$ cat src/hw/ctrl_pkg.sv
/* Control core shared definitions
   Bus and settings widths, register map, readback indices and control structs */

package ctrl_pkg;

   // Bus and settings widths
   localparam int WB_DW    = 32;
   localparam int WB_AW    = 16;
   localparam int SET_AW   = 8;
   localparam int RB_IDX_W = 4;

   // Address decode
   localparam int RB_REGION_BIT = 10;
   localparam int SET_ADDR_LSB  = 2;
   localparam int RB_IDX_LSB    = 2;

   ////////////////////
   // Settings register map
   localparam logic [SET_AW-1:0] SR_CLOCK    = 8'd0;
   localparam logic [SET_AW-1:0] SR_SERDES   = 8'd1;
   localparam logic [SET_AW-1:0] SR_ADC      = 8'd2;
   localparam logic [SET_AW-1:0] SR_LED      = 8'd3;
   localparam logic [SET_AW-1:0] SR_PHY      = 8'd4;
   localparam logic [SET_AW-1:0] SR_LED_SRC  = 8'd8;
   localparam logic [SET_AW-1:0] SR_IRQ_CLR  = 8'd16;
   // Two regs: one-shot, then periodic
   localparam logic [SET_AW-1:0] SR_SIMTIMER = 8'd198;

   ////////////////////
   // Readback word indices
   localparam logic [RB_IDX_W-1:0] RB_MODE   = 4'd9;
   localparam logic [RB_IDX_W-1:0] RB_COMPAT = 4'd12;
   localparam logic [RB_IDX_W-1:0] RB_IRQ    = 4'd13;
   localparam logic [RB_IDX_W-1:0] RB_CYCLES = 4'd15;

   // Bump when the register map changes
   localparam logic [WB_DW-1:0] COMPAT_NUM = 32'd3;
   // LEDs 1 to 4 start under hardware control
   localparam logic [7:0] LED_SRC_RESET = 8'b0001_1110;

   ////////////////////
   // Structs
   typedef struct packed {
      logic              stb;
      logic [SET_AW-1:0] addr;
      logic [WB_DW-1:0]  data;
   } set_bus_t;

   typedef struct packed {
      logic             stb;
      logic             cyc;
      logic             we;
      logic [WB_AW-1:0] adr;
      logic [WB_DW-1:0] dat;
   } wb_req_t;

   typedef struct packed {
      logic             ack;
      logic [WB_DW-1:0] dat;
   } wb_rsp_t;

   typedef struct packed {
      logic       clock_ready;
      logic [1:0] clk_en;
      logic [1:0] clk_sel;
   } clock_ctrl_t;

   typedef struct packed {
      logic enable;
      logic prbsen;
      logic loopen;
      logic rx_en;
   } serdes_ctrl_t;

   typedef struct packed {
      logic oe_a;
      logic on_a;
      logic oe_b;
      logic on_b;
   } adc_ctrl_t;

   typedef struct packed {
      logic run_tx;
      logic run_rx;
      logic clk_status;
      logic link_up;
      logic zero;
   } led_hw_t;

endpackage

$ cat src/hw/setting_reg.sv
/* Addressed setting register
   Loads the low bits of a settings write into a typed payload */

module setting_reg import ctrl_pkg::*; #(
   parameter type               payload_t = logic [7:0],
   parameter logic [SET_AW-1:0] ADDR      = '0,
   parameter payload_t          RESET_VAL = '0
) (
   input  logic     wb_clk,
   input  logic     wb_rst,
   input  set_bus_t set_i,
   output payload_t value_o
);

   localparam int PW = $bits(payload_t);

   logic hit;

   assign hit = set_i.stb && (set_i.addr == ADDR);

   always_ff @(posedge wb_clk) begin
      if (wb_rst) begin
         value_o <= RESET_VAL;
      end else if (hit) begin
         value_o <= payload_t'(set_i.data[PW-1:0]);
      end
   end

endmodule

$ cat src/hw/wb_slave_ctrl.sv
/* Bus slave for the control core
   Turns writes into settings strobes and serves the readback window, ack after one cycle */

module wb_slave_ctrl import ctrl_pkg::*; (
   input  logic                wb_clk,
   input  logic                wb_rst,
   input  wb_req_t             req_i,
   output wb_rsp_t             rsp_o,
   output set_bus_t            set_o,
   output logic [RB_IDX_W-1:0] rb_sel_o,
   input  logic [WB_DW-1:0]    rb_data_i
);

   typedef enum logic {
      IDLE,
      ACK
   } state_t;

   state_t           state;
   logic             we_q;
   logic [WB_AW-1:0] adr_q;
   logic [WB_DW-1:0] dat_q;
   logic             rb_region;
   logic             in_ack;

   ////////////////////
   // Two-state FSM
   always_ff @(posedge wb_clk) begin
      if (wb_rst) begin
         state <= IDLE;
      end else begin
         case (state)
            IDLE: if (req_i.stb && req_i.cyc) state <= ACK;
            ACK:  state <= IDLE;
         endcase
      end
   end

   // Request is captured while idle, held through the ack cycle
   always_ff @(posedge wb_clk) begin
      if (state == IDLE) begin
         we_q  <= req_i.we;
         adr_q <= req_i.adr;
         dat_q <= req_i.dat;
      end
   end

   assign in_ack    = (state == ACK);
   assign rb_region = adr_q[RB_REGION_BIT];
   assign rb_sel_o  = adr_q[RB_IDX_LSB +: RB_IDX_W];

   ////////////////////
   // Response and settings strobe
   always_comb begin
      rsp_o.ack  = in_ack;
      // Settings region reads back as zero
      rsp_o.dat  = (in_ack && !we_q && rb_region) ? rb_data_i : '0;
      set_o.stb  = in_ack && we_q && !rb_region;
      set_o.addr = adr_q[SET_ADDR_LSB +: SET_AW];
      set_o.data = dat_q;
   end

endmodule

$ cat src/hw/ctrl_outputs.sv
/* Board control settings
   Clock gen, SERDES, ADC and PHY reset lines, plus the LED hardware/software select */

module ctrl_outputs import ctrl_pkg::*; (
   input  logic         wb_clk,
   input  logic         wb_rst,
   input  set_bus_t     set_i,
   input  led_hw_t      led_hw_i,
   output clock_ctrl_t  clock_o,
   output serdes_ctrl_t serdes_o,
   output adc_ctrl_t    adc_o,
   output logic         phy_resetn_o,
   output logic [7:0]   leds_o
);

   logic       phy_reset;
   logic [7:0] led_sw;
   logic [7:0] led_src;
   logic [7:0] led_hw;

   setting_reg #(.payload_t(clock_ctrl_t), .ADDR(SR_CLOCK)) sr_clock_i (
      .wb_clk(wb_clk), .wb_rst(wb_rst), .set_i(set_i), .value_o(clock_o));

   setting_reg #(.payload_t(serdes_ctrl_t), .ADDR(SR_SERDES)) sr_serdes_i (
      .wb_clk(wb_clk), .wb_rst(wb_rst), .set_i(set_i), .value_o(serdes_o));

   setting_reg #(.payload_t(adc_ctrl_t), .ADDR(SR_ADC)) sr_adc_i (
      .wb_clk(wb_clk), .wb_rst(wb_rst), .set_i(set_i), .value_o(adc_o));

   setting_reg #(.payload_t(logic), .ADDR(SR_PHY)) sr_phy_i (
      .wb_clk(wb_clk), .wb_rst(wb_rst), .set_i(set_i), .value_o(phy_reset));

   // PHY pin is active low
   assign phy_resetn_o = ~phy_reset;

   ////////////////////
   // LEDs, source bit 1 = hardware, 0 = software
   setting_reg #(.payload_t(logic [7:0]), .ADDR(SR_LED)) sr_led_i (
      .wb_clk(wb_clk), .wb_rst(wb_rst), .set_i(set_i), .value_o(led_sw));

   setting_reg #(.payload_t(logic [7:0]), .ADDR(SR_LED_SRC), .RESET_VAL(LED_SRC_RESET))
      sr_led_src_i (
      .wb_clk(wb_clk), .wb_rst(wb_rst), .set_i(set_i), .value_o(led_src));

   assign led_hw = {3'b000, led_hw_i};
   assign leds_o = (led_src & led_hw) | (~led_src & led_sw);

endmodule

$ cat src/hw/sim_timer.sv
/* Simple countdown timer
   One-shot and periodic pulses, loaded from two consecutive settings */

module sim_timer import ctrl_pkg::*; #(
   parameter logic [SET_AW-1:0] TIMER_BASE = SR_SIMTIMER
) (
   input  logic     wb_clk,
   input  logic     wb_rst,
   input  set_bus_t set_i,
   output logic     onetime_o,
   output logic     periodic_o
);

   logic [WB_DW-1:0] one_cnt;
   logic [WB_DW-1:0] per_cnt;
   logic [WB_DW-1:0] period;

   ////////////////////
   // One-shot, pulses when the count reaches 1, then idles at 0
   always_ff @(posedge wb_clk) begin
      if (wb_rst) begin
         one_cnt <= '0;
      end else if (set_i.stb && set_i.addr == TIMER_BASE) begin
         one_cnt <= set_i.data;
      end else if (one_cnt != '0) begin
         one_cnt <= one_cnt - 1'b1;
      end
   end

   assign onetime_o = (one_cnt == 1);

   ////////////////////
   // Periodic, reloads after each pulse, period 0 stops it
   always_ff @(posedge wb_clk) begin
      if (wb_rst) begin
         period  <= '0;
         per_cnt <= '0;
      end else if (set_i.stb && set_i.addr == TIMER_BASE + 1'b1) begin
         period  <= set_i.data;
         per_cnt <= set_i.data;
      end else if (period != '0) begin
         per_cnt <= (per_cnt == 1) ? period : per_cnt - 1'b1;
      end
   end

   assign periodic_o = (period != '0) && (per_cnt == 1);

endmodule

$ cat src/hw/irq_latch.sv
/* Interrupt pending register
   Sticky timer interrupts, write-one-to-clear, single combined interrupt */

module irq_latch import ctrl_pkg::*; (
   input  logic       wb_clk,
   input  logic       wb_rst,
   input  set_bus_t   set_i,
   input  logic       onetime_i,
   input  logic       periodic_i,
   output logic [1:0] pending_o,
   output logic       irq_o
);

   logic [1:0] clr_mask;
   logic [1:0] pending_nxt;

   assign clr_mask = (set_i.stb && set_i.addr == SR_IRQ_CLR) ? set_i.data[1:0] : 2'b00;

   // A new pulse beats a clear in the same cycle
   assign pending_nxt = (pending_o & ~clr_mask) | {periodic_i, onetime_i};

   always_ff @(posedge wb_clk) begin
      if (wb_rst) begin
         pending_o <= 2'b00;
         irq_o     <= 1'b0;
      end else begin
         pending_o <= pending_nxt;
         irq_o     <= |pending_nxt;
      end
   end

endmodule

$ cat src/hw/readback_mux.sv
/* Status readback
   Free-running cycle counter and selection of the readback words */

module readback_mux import ctrl_pkg::*; #(
   parameter logic [WB_DW-1:0] COMPAT = COMPAT_NUM
) (
   input  logic                wb_clk,
   input  logic                wb_rst,
   input  logic [RB_IDX_W-1:0] sel_i,
   input  logic [1:0]          pending_i,
   input  logic                sim_mode_i,
   input  logic [3:0]          clock_divider_i,
   output logic [WB_DW-1:0]    data_o
);

   logic [WB_DW-1:0] cycle_count;

   always_ff @(posedge wb_clk) begin
      if (wb_rst) begin
         cycle_count <= '0;
      end else begin
         cycle_count <= cycle_count + 1'b1;
      end
   end

   ////////////////////
   // Word select, unused words read zero
   always_comb begin
      case (sel_i)
         RB_MODE:   data_o = {sim_mode_i, 27'd0, clock_divider_i};
         RB_COMPAT: data_o = COMPAT;
         RB_IRQ:    data_o = {30'd0, pending_i};
         RB_CYCLES: data_o = cycle_count;
         default:   data_o = '0;
      endcase
   end

endmodule

$ cat src/hw/u2_ctrl_top.sv
/* Control and status core top level
   Bus slave, board control registers, timer, interrupts and readback */

module u2_ctrl_top import ctrl_pkg::*; #(
   parameter logic [WB_DW-1:0]  COMPAT     = COMPAT_NUM,
   parameter logic [SET_AW-1:0] TIMER_BASE = SR_SIMTIMER
) (
   input  logic         wb_clk,
   input  logic         wb_rst,
   input  wb_req_t      wb_req_i,
   output wb_rsp_t      wb_rsp_o,
   input  led_hw_t      led_hw_i,
   input  logic         sim_mode_i,
   input  logic [3:0]   clock_divider_i,
   output clock_ctrl_t  clock_o,
   output serdes_ctrl_t serdes_o,
   output adc_ctrl_t    adc_o,
   output logic         phy_resetn_o,
   output logic [7:0]   leds_o,
   output logic         irq_o
);

   set_bus_t            set_bus;
   logic [RB_IDX_W-1:0] rb_sel;
   logic [WB_DW-1:0]    rb_data;
   logic                onetime;
   logic                periodic;
   logic [1:0]          pending;

   ////////////////////
   // Bus slave
   wb_slave_ctrl wb_slave_ctrl_i (
      .wb_clk(wb_clk), .wb_rst(wb_rst),
      .req_i(wb_req_i), .rsp_o(wb_rsp_o), .set_o(set_bus),
      .rb_sel_o(rb_sel), .rb_data_i(rb_data));

   // Board control lines and LEDs
   ctrl_outputs ctrl_outputs_i (
      .wb_clk(wb_clk), .wb_rst(wb_rst), .set_i(set_bus), .led_hw_i(led_hw_i),
      .clock_o(clock_o), .serdes_o(serdes_o), .adc_o(adc_o),
      .phy_resetn_o(phy_resetn_o), .leds_o(leds_o));

   ////////////////////
   // Timer and interrupts
   sim_timer #(.TIMER_BASE(TIMER_BASE)) sim_timer_i (
      .wb_clk(wb_clk), .wb_rst(wb_rst), .set_i(set_bus),
      .onetime_o(onetime), .periodic_o(periodic));

   irq_latch irq_latch_i (
      .wb_clk(wb_clk), .wb_rst(wb_rst), .set_i(set_bus),
      .onetime_i(onetime), .periodic_i(periodic),
      .pending_o(pending), .irq_o(irq_o));

   // Status readback
   readback_mux #(.COMPAT(COMPAT)) readback_mux_i (
      .wb_clk(wb_clk), .wb_rst(wb_rst), .sel_i(rb_sel), .pending_i(pending),
      .sim_mode_i(sim_mode_i), .clock_divider_i(clock_divider_i), .data_o(rb_data));

endmodule

$ cat config.mk
export PLATFORM = sky130hd
export DESIGN_NAME = u2_ctrl_top
export DESIGN_NICKNAME = d
export VERILOG_FILES = /design/src/hw/ctrl_pkg.sv /design/src/hw/setting_reg.sv /design/src/hw/wb_slave_ctrl.sv /design/src/hw/ctrl_outputs.sv /design/src/hw/sim_timer.sv /design/src/hw/irq_latch.sv /design/src/hw/readback_mux.sv /design/src/hw/u2_ctrl_top.sv
export SDC_FILE = /design/constraint.sdc
export NUM_CORES = 1
export LEC_CHECK = 0
export BUFFER_PORTS_ARGS = -buffer_cell sky130_fd_sc_hd__clkbuf_2
export CAP_MARGIN = 10
export CORE_AREA = 2 2 226 117
export CTS_BUF_LIST = sky130_fd_sc_hd__clkbuf_4 sky130_fd_sc_hd__clkbuf_8 sky130_fd_sc_hd__clkbuf_16
export CTS_CLUSTER_DIAMETER = 40
export DETAILED_ROUTE_END_ITERATION = 7
export DIE_AREA = 0 0 228 119
export SYNTH_ARGS = -nofsm -noshare
export SYNTH_HDL_FRONTEND = slang
export SYNTH_SLANG_ARGS = --single-unit
$ cat constraint.sdc
create_clock -name wb_clk -period 6.75 [get_ports wb_clk]
set_clock_uncertainty 0.05 [all_clocks]
set_input_delay 1.35 -clock wb_clk [delete_from_list [all_inputs] [get_ports wb_clk]]
set_output_delay 1.35 -clock wb_clk [all_outputs]
set_load 0.03 [all_outputs]
; ---- Word-level counts from Yosys, hierarchy flattened
; Cells that the tools add are included.
[word_totals]
output_inout_bits = 56
word_cells = 83
input_bits = 63
reg_bits = 206
[classes]
reduce_logical = 23
n_eq_ne = 14
bitwise_logic = 9
muxes = 10
add_sub_neg = 3
[op_table]
columns = op, n
row1 = two-way mux 32 bit, 6
row2 = one-hot mux 32 bit (4 select lines), 1
row3 = equality test 32 x 1 -> 1 bit (second input constant), 2
row4 = nonzero test 32 bit, 2
row5 = subtractor 32 x 1 -> 32 bit (second input constant), 2
row6 = adder 32 x 1 -> 32 bit (second input constant), 1
row7 = equality test 4 bit (second input constant), 4
row8 = equality test 8 x 2 -> 1 bit (second input constant), 2
row9 = equality test 8 bit (second input constant), 2
row10 = logical AND 1 bit, 15
row11 = AND 8 x 5 -> 8 bit, 1
row12 = AND 8 bit, 1
row13 = equality test 8 x 1 -> 1 bit (second input constant), 1
row14 = equality test 8 x 3 -> 1 bit (second input constant), 1
row15 = equality test 8 x 4 -> 1 bit (second input constant), 1
row16 = equality test 8 x 5 -> 1 bit (second input constant), 1
row17 = logical NOT 8 bit, 1
row18 = inverter 8 bit, 1
row19 = OR 8 bit, 1
row20 = nonzero test 2 bit, 2
row21 = AND 2 bit, 1
row22 = logical NOT 1 bit, 2
row23 = two-way mux 2 bit, 1
row24 = inverter 1 bit, 2
row25 = 5 further kinds, 5

; ---- Longest topological paths before layout
[logic_depth]
ltp_word = 8
ltp_mapped = 9
mapped_depth_nobuf = 8

; ---- By module
; Synthesis repeated with hierarchy kept, for this count alone.
[hier_totals]
hier_cells = 1178
hier_area_um2 = 10837.9
[by_module_without_submodules]
columns = mod, seq_area_each_um2, area_per_inst_um2, n_inst, cells_each
row1 = sim_timer, 1921.8, 5465.2, 1, 680
row2 = readback_mux, 640.6, 1806.7, 1, 230
row3 = wb_slave_ctrl, 1281.2, 1794.2, 1, 100
row4 = setting_reg (ctrl_outputs_i.sr_adc_i ...), 80.1, 214.0, 2, 19
row5 = setting_reg (ctrl_outputs_i.sr_led_i), 160.2, 386.6, 1, 36
row6 = setting_reg (ctrl_outputs_i.sr_led_src_i), 160.2, 359.1, 1, 37
row7 = setting_reg (ctrl_outputs_i.sr_clock_i), 100.1, 254.0, 1, 23
row8 = irq_latch, 60.1, 175.2, 1, 18
row9 = ctrl_outputs, 0.0, 97.6, 1, 9
row10 = setting_reg (ctrl_outputs_i.sr_phy_i), 20.0, 71.3, 1, 7

; ---- Worst setup path after synthesis
; Ideal clock, no wire load.
[synth_timing]
path_type = input to output
startpoint = input clock_divider_i[0]
endpoint = output wb_rsp_o[0] (netlist bit)
cell_stages = 4
n_path_buf = 0
required_time_ns = 5.350
path_slack_ns = 3.385
t_arrival_ns = 1.965
path_cell_list = nand2_1 a21oi_1 a21oi_1 nor2_1
[synth_rtl]
columns = element, line
row1 = from (decl), u2_ctrl_top.sv:14  ; input logic [3:0] clock_divider_i,
row2 = to (decl), u2_ctrl_top.sv:11  ; output wb_rsp_t wb_rsp_o,

==> flow_summary.toml <==
[global_routing]
grt.total_usage_pct = 21.3
grt_first_pass_wirelength_um = 45800
antenna_found_initial = 0
grt_remaining_overflow = 0
grt_pass1_vias = 7802
grt_max_degree = 84

[logic_synthesis]
synthCells = 1087
synth_top_cell_by_area = "dfxtp_1"
seq_area_frac_synth_pct = 45.7
synth_top_area_share_pct = 32.9
synth-main-ff-cell = "dfxtp_1"
ys_async_sr_fraction_pct = 0
synth_common_cells = "162 x dfxtp_1, 128 x nor2_1, 111 x nand2_1"
ys_seq_elements = 204
synth_nets = 1156
yosys-top-cells-area = "dfxtp_1 33%, edfxtp_1 13%, nor2_1 4.9%, nand2_1 4.2%, a21oi_1 3.5%"
synth_edf_count = 42
ys_warn_count = 0
avgSynthCellArea_um2 = 9.07
synth.distinct_cells = 81
synth_area_mm2 = 0.00986
yosys.cell_count.top_type = "dfxtp_1"

[sta]
max_freq_mhz = 240
tightest_slew_ns = 1.28
fin_setup_tns_ns = 0
finalMaxSlewViolations = 0
period_share_pct = 61.8
final-hold-violation-count = 0
fin_ws_ns = 2.58
relSlewSlack_pct = 14.0
rsz0062_at_grt = "false"
period_minus_slack_ns = 4.17
setup_violations = 0
hold-worst-slack_ns = 0.426

[routing]
avgRoutedWirePerCell_um = 18.9
firstDrtPassIters = 5
routed_wirelength_um = 29100
ant_nets = 0
vias = 8472
drc_errors = 0
vias_per_cell = 5.50
drtIter0Drc = 962

[cts]
clkTransAtPathRegs_ns = 0.06
clock-root-buffer = "clkbuf_16"
cts_hold_buf = 0
cts_tree = "yes"
cts_htree_levels = 1
clk_latency_ns = 0.54
max-clock-path-buffers = 3
cts_made_buffers = 26
numClockSinks = 204
cts_setup_buffers = 0
cts-resized-gates = 0

[critical_path]
crit_family = "simple AND/OR/NAND/NOR gates"
cp-end-kind = "output pin"
crit_fanout = 27
regToRegStartpoint = "sim_timer_i.per_cnt[16]"
critPathKind = "reg2out"
worst_setup_path_start_kind = "flop"
cp_data_arrival_time_ns = 2.77
critPathBufInv = 1
crit_slowest_cell = "and3_1"
path_cells = "and3_1, and2_1, and3_1, and2_1, clkbuf_2"
worstPathRequired_ns = 5.35
startpoint = "wb_slave_ctrl_i.adr_q[2]"
max_stage_delay_ns = 0.72

[place]
place_ws_ns = 3.16
postPlaceCellArea_mm2 = 0.0107
dp.cells = 1492
port_buffers = 111
routabilityCongestion = 0.842
dp_hpwl_um = 20300

[die]
rows = 42
coreArea_mm2 = 0.0255
die_area_mm2 = 0.0271
die_x_um = 228
initial_core_util_pct = 38.6
die_h_um = 119
io_pins = 119

[pwr]
ir_worst_vdd_v = 0.000235
p_int_mw = 2.63
p_leak_nw = 4.38
total_power_mw = 3.82
comb_power_share_pct = 21.0
powerDensity_mw_per_mm2 = 329
p_switching_mw = 1.20
clockPowerShare_pct = 40.5
seq_power_share_pct = 38.6
swShare_pct = 31.3

[job]
drv_cap = 0

[min_path]
min_from = "sim_timer_i.period[12]"
hold_class = "reg2reg"

[cells_and_area]
antenna_cells = 0
layout.nets = 1237
fin_util_pct = 45.5
drive_above_1_share_pct = 19.0
area_delta_synth_final_pct = 17.9
finish.instance_area_mm2 = 0.0116
final_cells = 1540

[outcome]
status = "finished, final reports clean"
registers in the layout, summed over array words and instances, names as in the netlist, 2 cells and up:
register,flops
sim_timer_i.period,32
wb_slave_ctrl_i.adr_q,9
ctrl_outputs_i.sr_led_i.value_o,8
sim_timer_i.one_cnt,32
ctrl_outputs_i.sr_adc_i.value_o,4
sim_timer_i.per_cnt,32
wb_slave_ctrl_i.dat_q,32
readback_mux_i.cycle_count,32
ctrl_outputs_i.sr_led_src_i.value_o,8
ctrl_outputs_i.sr_serdes_i.value_o,4
ctrl_outputs_i.sr_clock_i.value_o,5
irq_latch_i.pending_o,2
kinds of logic (layout without fill, tap and decap cells):
family,count (synthesis),in the layout,synth area share (%)
DFF,204,204,45.7
and+or+nand+nor,479,479,25.7
muxes,41,41,4.29
AOI/OAI and AO/OA,213,213,14.6
buffers and inverters,83,184,3.55
xor gates and xnor gates,60,60,5.33
adders and majority gates,7,7,0.863
final timing paths:
check | cells past startpoint | end | slack [ns]
max | 5 | wb_rsp_o[11] | 2.58
min | 2 | sim_timer_i.period[12] | 0.43
max reg2reg | 7 | sim_timer_i.per_cnt[6] | 3.61
min reg2reg | 2 | sim_timer_i.period[12] | 0.43
power groups by stage:
stage                     Sequential [mW]  Clock, mW  Combinational [mW]
after global placement               1.50          0               0.790
after detailed placement             1.50          0               0.799
after CTS                            1.47       1.56               0.804
after global routing                 1.49       1.62               0.896
after floorplan                      1.44          0               0.655
final                                1.47       1.55               0.803
final cells by class:
cell class / count / area [µm²]
multi-input combinational: 800 / 5030
clock inverter: 20 / 278
inverter: 14 / 52.6
tap: 352 / 440
fill: 2483 / 13900
clock buffer: 28 / 689
sequential: 204 / 4500
timing repair buffer: 122 / 641
per-layer routing:
layer	GRT usage, %	wire (µm)
met3	4.96	2700
met2	26.3	10600
met4	5.51	647
met1	35.2	15100
met5	0	0
placed cells by master (no fill, tap or decap), types with 17 or more instances in the layout:
| cell type | instances |
|---|---|
| clkbuf_2 | 110 |
| xor2_1 | 36 |
| mux2i_1 | 31 |
| xnor2_1 | 24 |
| a21oi_1 | 68 |
| a211oi_1 | 20 |
| and2_1 | 35 |
| clkbuf_16 | 27 |
| nand4_1 | 17 |
| nand2_1 | 111 |
| nand3_1 | 26 |
| nor4_1 | 24 |
| nor3_1 | 29 |
| o21ai_0 | 23 |
| or3_1 | 23 |
| nor2_1 | 128 |
| edfxtp_1 | 42 |
| dfxtp_1 | 162 |
worst min-delay path, stage by stage (launching register included):
cell     delay (ns)
dfxtp_1        0.32
nand2_1        0.06
a21oi_1        0.05
Power figures use the tool's default switching activity.
